===== src/source/l2_geom_pkg.sv =====
`default_nettype none

package l2_geom_pkg;

    // address split into tag, index, word offset and byte offset
    localparam int addr_width   = 32;
    localparam int index_width  = 2;
    localparam int offset_width = 3;
    localparam int tag_width    = addr_width - index_width - offset_width - 2;

    // array geometry
    localparam int way_count = 4;
    localparam int set_count = 1 << index_width;
    localparam int line_bits = 32 << offset_width;

    // half line handed back to a first-level cache
    localparam int half_bits = line_bits / 2;

endpackage

`default_nettype wire


===== src/source/l2_ctrl_pkg.sv =====
`default_nettype none

package l2_ctrl_pkg;

    typedef enum logic [2:0] {
        idle,
        lookup,
        respond,
        writeback,
        refill_req,
        refill_wait,
        fill
    } l2_state_t;

    // icache maps to ways 0 and 1, data sources to ways 2 and 3
    typedef enum logic [1:0] {
        src_icache,
        src_dread,
        src_dwrite
    } l2_src_t;

endpackage

`default_nettype wire


===== src/source/l2_tag_array.sv =====
`timescale 1ns/10ps
`default_nettype none

module l2_tag_array
    import l2_geom_pkg::*;
    import l2_ctrl_pkg::*;
(
    input  wire                          clk,
    input  wire                          rst,
    input  wire  [index_width-1:0]       index,
    input  wire  [tag_width-1:0]         tag,
    input  wire  l2_src_t                buf_src,
    output logic [1:0]                   hit_way,
    output logic                         hit,
    output logic [way_count-1:0]         way_valid,
    output logic [tag_width-1:0]         victim_tag,
    output logic                         victim_dirty,
    input  wire  [$clog2(way_count)-1:0] fill_way,
    input  wire                          fill_we,
    input  wire                          set_dirty_we
);

    logic [tag_width-1:0] tags  [set_count][way_count];
    logic [way_count-1:0] valid [set_count];
    logic [way_count-1:0] dirty [set_count];

    logic part;
    logic match0;
    logic match1;

    // only the two ways of the requester's partition take part
    assign part   = (buf_src != src_icache);
    assign match0 = valid[index][{part, 1'b0}] && (tags[index][{part, 1'b0}] == tag);
    assign match1 = valid[index][{part, 1'b1}] && (tags[index][{part, 1'b1}] == tag);

    assign hit       = match0 || match1;
    assign hit_way   = {part, match1};
    assign way_valid = valid[index];

    // way under fill or writeback
    assign victim_tag   = tags[index][fill_way];
    assign victim_dirty = valid[index][fill_way] && dirty[index][fill_way];

    always_ff @(posedge clk) begin
        if (rst) begin
            for (int s = 0; s < set_count; s++) begin
                valid[s] <= '0;
                dirty[s] <= '0;
                for (int w = 0; w < way_count; w++) begin
                    tags[s][w] <= '0;
                end
            end
        end else if (fill_we) begin
            tags[index][fill_way]  <= tag;
            valid[index][fill_way] <= 1'b1;
            dirty[index][fill_way] <= 1'b0;
        end else if (set_dirty_we) begin
            dirty[index][fill_way] <= 1'b1;
        end
    end

endmodule

`default_nettype wire


===== config.mk =====
export PLATFORM = sky130hd
export DESIGN_NAME = l2_tag_array
export DESIGN_NICKNAME = d
export VERILOG_FILES = /design/src/source/l2_geom_pkg.sv /design/src/source/l2_ctrl_pkg.sv /design/src/source/l2_tag_array.sv
export SDC_FILE = /design/constraint.sdc
export NUM_CORES = 1
export LEC_CHECK = 0
export BUFFER_PORTS_ARGS = -buffer_cell sky130_fd_sc_hd__buf_2
export CAP_MARGIN = 30
export CORE_ASPECT_RATIO = 0.5
export CORE_MARGIN = 2
export CORE_UTILIZATION = 64
export CTS_BUF_LIST = sky130_fd_sc_hd__clkbuf_4
export DETAILED_ROUTE_END_ITERATION = 10
export PLACE_DENSITY_LB_ADDON = 0.12
export REMOVE_ABC_BUFFERS = 1
export SYNTH_ARGS = -nofsm -noshare
export SYNTH_HDL_FRONTEND = slang
export SYNTH_SLANG_ARGS = --single-unit
export TNS_END_PERCENT = 20

===== constraint.sdc =====
create_clock -name clk -period 2.78 [get_ports clk]
set_input_delay 0.278 -clock clk [delete_from_list [all_inputs] [get_ports clk]]
set_output_delay 0.278 -clock clk [all_outputs]
set_load 0.02 [all_outputs]

Word-level counts from Yosys, hierarchy flattened
Memory sizes are Yosys's and may differ from the RTL's.
Index checks and enable logic that the tools add are counted.
Widths: inputs -> output; s select.
- memories: 3
- input bits: 35
- word-level logic and storage cells: 74
- bits in registers: 0
- bits in writable memories: 432
- output and inout bits: 33
- muxes and demuxes: 44
- bitwise gates (word level): 7
- equality and inequality tests: 2
- reductions and logical operators: 10
- $lt $le $gt $ge: 8
- memories (memory ; depth ; width ; rd ports ; clocked after Yosys merged registers in ; write ports ; RTL line ; source):
    tags ; 4 ; 100 ; 1 ; 0 ; 4 ; l2_tag_array.sv:23 ; logic [tag_width-1:0] tags [set_count][way_count];
    dirty ; 4 ; 4 ; 1 ; 0 ; 4 ; l2_tag_array.sv:25 ; logic [way_count-1:0] dirty [set_count];
    valid ; 4 ; 4 ; 1 ; 0 ; 4 ; l2_tag_array.sv:24 ; logic [way_count-1:0] valid [set_count];
- operators with widths (kind ; number):
    $mux 100 ; 3
    $mux 25 ; 7
    $bmux 25 s2 ; 3
    $reduce_or 100->1 ; 1
    $demux 25 s2 ; 1
    $eq 25x25->1 ; 2
    $mux 4 ; 6
    $mux 1 ; 18
    $ge 3x3->1 const B ; 3
    $lt 2x3->1 const B ; 3
    $not 2->3 ; 3
    $reduce_or 4->1 ; 2
    $mux 2 ; 3
    $logic_and 1x1->1 ; 5
    $bmux 1 s2 ; 2
    $or 1x1->1 ; 4
    $lt 3x1->1 const B ; 1
    $demux 1 s2 ; 1
    $ge 2x1->1 const B ; 1
    $reduce_bool 2->1 ; 1
    $logic_or 1x1->1 ; 1

Logic depth before layout (Yosys ltp)
Gate-level depths: netlist of the first run.
- word-level depth: 8
- depth in mapped cells: 13
- depth with buffers taken out: 8

Least setup slack after synthesis of the first run
Ideal clock, no wire load.
- kind: input -> output
- start point: input index[0]
- end point: output hit
- path buffers: 2
- cell stages on the path: 7
- setup slack: 0.234 ns
- data required time: 2.502 ns
- arrival time: 2.268 ns
- path through: buf_2 > buf_2 > mux4_2 > xor2_1 > a2111oi_0 > o2111ai_1 > o22ai_2
- word-level cells in the longest chain between the ends: 7
- elaborated cells between the ends (all ways): 17
- those cells by class: eq/ne (2); mux (10); reduce/logical (3); memory (2)
- ends and longest elaborated chain (item ; RTL line ; source):
    start: declaration ; l2_tag_array.sv:10 ; input wire [index_width-1:0] index,
    $mem_v2 4x100 ; -- ;
    $bmux 25 s2, on equally long branches ; l2_tag_array.sv:33, l2_tag_array.sv:34 ;
    $mux 25, on equally long branches (2 in series) ; l2_tag_array.sv:33, l2_tag_array.sv:34 ;
    $eq 25x25->1, on equally long branches ; l2_tag_array.sv:33, l2_tag_array.sv:34 ;
    $logic_and 1x1->1, on equally long branches ; l2_tag_array.sv:33, l2_tag_array.sv:34 ;
    $logic_or 1x1->1 (*) ; l2_tag_array.sv:36 ; assign hit = match0 || match1;
    end: declaration ; l2_tag_array.sv:14 ; output logic hit,
Mark *: on every way between the ends. The rest lies on a longest branch, timed or not. The select of a mux whose other input is x is not followed.

Worst setup path after layout of the first run
- start point: memory tags[3][63] (netlist name)
- end point: output hit
- word-level cells in the longest chain between the ends: 7
- elaborated cells between the ends (all ways): 12
- those cells by class: eq/ne (2); mux (6); reduce/logical (3); memory (1)
- ends and longest elaborated chain (item ; RTL line):
    start: declaration ; l2_tag_array.sv:23
    $mem_v2 4x100 (*) ; --
    $bmux 25 s2, on equally long branches ; l2_tag_array.sv:33, l2_tag_array.sv:34
    $mux 25, on equally long branches (2 in series) ; l2_tag_array.sv:33, l2_tag_array.sv:34
    $eq 25x25->1, on equally long branches ; l2_tag_array.sv:33, l2_tag_array.sv:34
    $logic_and 1x1->1, on equally long branches ; l2_tag_array.sv:33, l2_tag_array.sv:34
    $logic_or 1x1->1 (*) ; l2_tag_array.sv:36
Marks and branches as above.

==> results of run 1 <==
-- critical path, delay by kind of cell (launching register included) --
family / cells / cell delay, ns
AO/OA/AOI/OAI: 2 / 0.40
XOR/XNOR: 1 / 0.26
buffers and inverters: 1 / 0.16
flip-flops: 1 / 0.39
multiplexers: 2 / 0.67
AND/OR/NAND/NOR: 1 / 0.58
-- where the power goes --
group | switching [W] | leakage, nW | internal (W)
Clock | 0.00262 | 0.701 | 0.00237
Sequential | 0.000185 | 4.12 | 0.00754
Combinational | 0.00131 | 4.56 | 0.000973
Total | 0.00412 | 9.39 | 0.0109
-- cell usage in the layout, fill, tap and decap left out, types with 24 or more instances in the layout --
cell type	count
o21ai_0	50
xnor2_1	42
and2_1	257
mux4_2	161
nand2_1	60
nor3_1	148
inv_1	51
clkbuf_4	138
buf_4	161
nor2_1	32
mux2i_1	47
buf_2	62
o211ai_1	44
dlygate4sd3_1	25
clkinv_1	24
or2_2	31
edfxtp_1	432
-- worst paths after layout --
| kind | start | depth (start not counted) | slack (ns) | to |
|---|---|---|---|---|
| hold / removal | tag[5] | 4 | 0.06 | tags[2][30] |
| setup / recovery | tags[3][63] | 7 | -0.76 | hit |
-- sequential cells by signal, summed over array words and instances (netlist names) --
signal / flops
tags: 400
valid: 16
dirty: 16
-- cell families (layout without fill, tap and decap cells) --
| logic type | count (synthesis) | after routing | share of synthesized area |
|---|---|---|---|
| DFF | 432 | 432 | 0.566 |
| other | 0 | 2 | 0 |
| muxes | 212 | 212 | 0.181 |
| AOI/OAI and AO/OA | 163 | 163 | 0.0488 |
| buffers and inverters | 233 | 494 | 0.0436 |
| and+or+nand+nor | 581 | 581 | 0.140 |
| xor gates and xnor gates | 55 | 55 | 0.0210 |
-- cell usage after synthesis, types with 3 or more instances --
cell type | number | area, sq um
or2_2 | 31 | 194
inv_1 | 51 | 191
buf_1 | 19 | 71.3
nand3_1 | 15 | 75.1
o21bai_1 | 12 | 90.1
a21oi_1 | 11 | 55.1
xor2_1 | 13 | 114
mux4_2 | 160 | 3600
xnor2_1 | 42 | 368
o211ai_1 | 44 | 330
buf_2 | 30 | 150
nor3_1 | 148 | 741
nand4_1 | 17 | 106
nand2b_1 | 3 | 18.8
o2111ai_1 | 4 | 35.0
mux2i_1 | 47 | 470
mux2_2 | 4 | 45.0
a32oi_1 | 16 | 140
a211oi_1 | 4 | 30.0
clkbuf_1 | 109 | 409
clkinv_1 | 4 | 15.0
o21ai_0 | 50 | 250
inv_2 | 3 | 11.3
nand2_1 | 60 | 225
buf_6 | 6 | 67.6
edfxtp_1 | 432 | 13000
nor2_1 | 34 | 128
a21o_1 | 9 | 67.6
nor2b_1 | 6 | 37.5
and2_1 | 257 | 1610
buf_4 | 11 | 82.6
-- per-stage QoR --
| step | area (sq um) | power [W] |
|---|---|---|
| final | 26100 | 0.0150 |
| after global routing | 26100 | 0.0154 |
| after CTS | 26100 | 0.0149 |
| after detailed placement | 24700 | 0.0100 |
| after global placement | 24700 | 0.00996 |
| after floorplan | 22100 | 0.00893 |
-- cell type report --
| type | count | area share |
|---|---|---|
| clock inverters | 28 | 0.00541 |
| clock buffers | 138 | 0.0396 |
| diodes | 2 | 0.000192 |
| well taps | 475 | 0.0227 |
| multi-input cells | 1011 | 0.344 |
| inverters | 58 | 0.00843 |
| flip-flops and latches | 432 | 0.496 |
| repair buffers | 270 | 0.0834 |
-- what timing repair did --
item                       CTS  global route
pin swaps                    4             4
buffers inserted             0             0
hold buffers                25             0
cloned                       0             0
resized for setup            7             5
setup endpoints to repair    9            11
hold endpoints to repair   234             0
-- routing by layer --
layer / up-vias / routed length, microns / global-route usage / share of wire
met4: 2 / 3090 / 0.182 / 0.044
met2: 1485 / 31000 / 0.570 / 0.44
met5: - / 13 / 0 / 0.00018
met1: 8133 / 25300 / 0.529 / 0.36
met3: 239 / 11100 / 0.123 / 0.16
li1: 6767 / - / - / -
==> qor.yml, run 1 <==
outcome:
  outcome: "finished, violations left"
  violations: "negative setup slack"
setup_path:
  cp.arrival_ns: 3.26
  critPathCaptureType: "output pin"
  crit_chain: "mux4_2 > mux2i_1 > xor2_1 > o2111ai_1 > or4b_4 > o22ai_2 > buf_6"
  path_class: "register to output pin"
  start_kind: "register"
  critical_path.slowest_cell: "or4b_4"
  slowest_delay_ns: 0.58
  cp_data_required_time_ns: 2.50
  cp_max_fo: 2
timing:
  worst_pin_slew_ns: 0.775
  fin_setup_tns_ns: -1.51
  finalHoldViolCount: 0
  slew_headroom: 0.482
  period_minus_slack_ns: 3.54
  setup_viol_count_final: 4
  report.final.slew_viol_count: 0
  timing.fmax_ghz: 0.282
  holdWs_ns: 0.0636
  rsz0062_at_grt: "yes"
  fin_crit_sh: 1.27
  worst_slack_ns: -0.761
placement:
  place_ws_ns: -0.318
  portBuffers: 67
  gp_congestion: 0.960
  hpwlAfterDp_mm: 44.6
  placedCellCount: 2221
cts:
  cts_buffers: 95
  htree_levels: 3
  clock-root-buffer: "clkbuf_4"
  clk_pin_slew_ns: 0.08
  clk_path_buf_depth: 3
  clkSinkCount: 432
  cts_tree: "built"
floorplan:
  dieArea_sq_um: 37400
  die_h_microns: 138
  row_count: 48
  die_x_microns: 272
  initial_utilization: 0.657
  io_pins: 68
  core_area_sq_um: 34900
logic_synthesis:
  async_flop_share: 0
  synth_flop_cell: "edfxtp_1"
  synth.distinct_cells: 50
  ys_seq_area_frac: 0.566
  syn_inst: 1676
  yosys_warnings: 0
  synth-seq-cells: 432
  synth.avg_cell_area_sq_um: 13.7
  synth_edf_count: 432
  syn_area_sq_um: 22900
grt:
  grt_use_total: 0.386
  grt_overflow: 0
  grt_antenna_before_repair: 3
  grt_max_degree: 50
  grt_pass1_wl_mm: 103
  grt_pass1_vias: 16600
finish:
  syn_to_final_growth_pct: 14.0
  final_core_util: 0.749
  multi_input_area_sq_um: 8990
  seqCellArea_sq_um: 13000
  finalNetCount: 1903
  fillCellCount: 2217
  instances_no_fill: 2414
  layout-drive-gt1-share: 0.312
power:
  p_leak_nw: 9.39
  ir_drop_mv: 0.328
  powerDensity_nw_per_um2: 574
drt:
  via_per_inst: 6.89
  wire_per_inst_microns: 29.2
  vias: 16600
  firstDrtPassIters: 6
  drt_iter0_drc: 2833
  drc: 0
  wirelength_mm: 70.6
  ant_nets: 0
worst_hold_path:
  hold_class: "input port to register"
flow_run:
  cap_violations: 0
Note: power is estimated with default switching activity, not from simulation.
==> run 2, diff against run 1 <==
- BUFFER_PORTS_ARGS: -buffer_cell sky130_fd_sc_hd__buf_2 -> default
- DONT_BUFFER_PORTS: default -> 1
==> run 2 against run 1 <==
  * The run still ends with negative setup slack left
  * Combinational power fell by 14%
  * Routed wire length fell by 0.34%
  * Largest power group unchanged
  * Critical path depth did not move
  * Highest routed layer is now met4
  * Via count fell by 2.3%
  * Worst setup slack got worse by 0.056 ns
  * Global-route usage rose by 0.096 points
==> qor.yml, run 2 (synthesis results as in run 1) <==
finish:
  largest_register: "tags"  # unchanged
  syn_to_final_growth_pct: 11.6  # was 14.0%
  reg_top3: "tags x400, dirty x16, valid x16"  # unchanged
  num_antenna_cells: 0  # was 2
  seqCellArea_sq_um: 13000  # unchanged
  multi_input_area_sq_um: 9010  # was 8990 sq um
  largest_reg_flops: 400  # unchanged
  finalNetCount: 1787  # was 1903
  layout_commonest_cell: "edfxtp_1"  # unchanged
  fillCellCount: 2286  # was 2217
  layout-drive-gt1-share: 0.264  # was 0.312
  final_cell_mix: "432 x edfxtp_1, 257 x and2_1, 161 x mux4_2, 154 x clkbuf_4, 147 x nor3_1"  # was 432 x edfxtp_1, 257 x and2_1, 161 x mux4_2, 161 x buf_4, 148 x nor3_1
placement:
  gp_congestion: 0.919  # was 0.960
  hpwlAfterDp_mm: 40.7  # was 44.6 mm
  portBuffers: 0  # was 67
drt:
  ant_nets: 0  # unchanged
  wirelength_mm: 70.3  # was 70.6 mm
  via_per_inst: 7.06  # was 6.89
  firstDrtPassIters: 8  # was 6
  vias: 16300  # was 16600
  drc: 0  # unchanged
  drt_iter0_drc: 2602  # was 2833
  wire_per_inst_microns: 30.5  # was 29.2 microns
timing:
  timing.fmax_ghz: 0.278  # was 0.282 GHz
  holdWs_ns: 0.0489  # was 0.0636 ns
  fin_crit_sh: 1.29  # was 1.27
  worst_pin_slew_ns: 0.846  # was 0.775 ns
  report.final.slew_viol_count: 0  # unchanged
  rsz0062_at_grt: "yes"  # unchanged
  finalHoldViolCount: 0  # unchanged
  worst_slack_ns: -0.816  # was -0.761 ns
  setup_viol_count_final: 3  # was 4
  period_minus_slack_ns: 3.60  # was 3.54 ns
  slew_headroom: 0.430  # was 0.482
floorplan:
  initial_utilization: 0.657  # unchanged
  io_pins: 68  # unchanged
  row_count: 48  # unchanged
  dieArea_sq_um: 37400  # unchanged
  die_h_microns: 138  # unchanged
  core_area_sq_um: 34900  # unchanged
  die_x_microns: 272  # unchanged
setup_path:
  start_kind: "register"  # unchanged
  critPathCaptureType: "output pin"  # unchanged
  path_class: "register to output pin"  # unchanged
  cp_max_fo: 2  # unchanged
  cp_data_required_time_ns: 2.50  # about the same
  cp.arrival_ns: 3.32  # was 3.26 ns
power:
  p_leak_nw: 8.98  # was 9.39 nW
  seqPwrFrac: 0.520  # was 0.515
  total_power_w: 0.0149  # was 0.0150 W
  ir_drop_mv: 0.348  # was 0.328 mV
  p_sw_w: 0.00387  # was 0.00412 W
  power.share.switching: 0.261  # was 0.275
  intPower_w: 0.0110  # was 0.0109 W
  combPwrFrac: 0.131  # was 0.152
  powerDensity_nw_per_um2: 581  # was 574 nW/um^2
  power.share.clock: 0.349  # was 0.333
cts:
  clk_pin_slew_ns: 0.08  # about the same
  cts_tree: "built"  # unchanged
  htree_levels: 3  # unchanged
  clkSinkCount: 432  # unchanged
  cts_buffers: 96  # was 95
  clk_path_buf_depth: 3  # unchanged
  clock-root-buffer: "clkbuf_4"  # unchanged
grt:
  grt_use_total: 0.387  # was 0.386
  grt_pass1_vias: 16100  # was 16600
  grt_max_degree: 157  # was 50
  grt_overflow: 0  # unchanged
  grt_pass1_wl_mm: 103  # about the same
  grt_antenna_before_repair: 1  # was 3
outcome:
  violations: "negative setup slack"  # unchanged
  outcome: "finished, violations left"  # unchanged
worst_hold_path:
  hold_class: "input port to register"  # unchanged
flow_run:
  cap_violations: 0  # unchanged
## run 2: layout make-up
cell class | count | share of cell area
well taps | 475 | 0.0232
clock inverters | 20 | 0.00396
repair buffers | 153 | 0.0601
multi-input cells | 1011 | 0.352
clock buffers | 154 | 0.0452
flip-flops and latches | 432 | 0.507
inverters | 58 | 0.00860
## run 2: worst max-delay path, cell delays in order (launching register included)
cell	delay, ns
edfxtp_1	0.37
mux4_2	0.51
mux2i_2	0.22
xor2_2	0.29
o2111ai_1	0.16
or4b_4	0.56
o22ai_4	0.21
buf_6	0.15
## run 2: path summary, 6_finish.rpt
| check | startpoint | end | depth (start not counted) |
|---|---|---|---|
| worst max-delay path | tags[3][63] | hit | 7 |
| worst min-delay path | rst | tags[2][52] | 1 |
## run 2: per-layer routing
layer	GRT usage	wire length, microns	vias to the layer above	share of wire
li1	-	-	6533	-
met1	0.539	25700	8062	0.37
met2	0.570	31200	1431	0.44
met3	0.130	10900	224	0.15
met4	0.152	2510	0	0.036
met5	0	0	-	0
## run 2: what timing repair did
| action | CTS | global route |
|---|---|---|
| gates resized for setup | 9 | 4 |
| pin swaps | 5 | 3 |
| endpoints found under the setup margin | 2 | 4 |
| hold buffers | 45 | 0 |
| endpoints found under the hold margin | 525 | 0 |
| gates cloned | 0 | 0 |
| buffers inserted | 2 | 0 |
## run 2: through the flow
stage | TNS (ns) | cell area [sq um] | util | instances | worst slack (ns)
CTS | -1.60 | 25600 | 0.733 | 2303 | -0.795
global placement | -0.525 | 23800 | 0.682 | 2082 | -0.300
finish | -1.62 | 25600 | 0.734 | 2303 | -0.816
floorplan | -23.49 | 22100 | - | 1501 | -0.968
detailed placement | -0.581 | 23800 | 0.682 | 2082 | -0.372
global route | -1.76 | 25600 | 0.734 | 2303 | -0.863
## run 2: power groups by stage
| stage | registers (W) | clock network [W] | logic [W] |
|---|---|---|---|
| 2_1_floorplan | 0.00777 | 0 | 0.00117 |
| 3_3_place_gp | 0.00782 | 0 | 0.00175 |
| 3_5_place_dp | 0.00785 | 0 | 0.00178 |
| 4_1_cts | 0.00771 | 0.00520 | 0.00190 |
| 5_1_grt | 0.00775 | 0.00551 | 0.00201 |
| 6_report | 0.00772 | 0.00519 | 0.00195 |
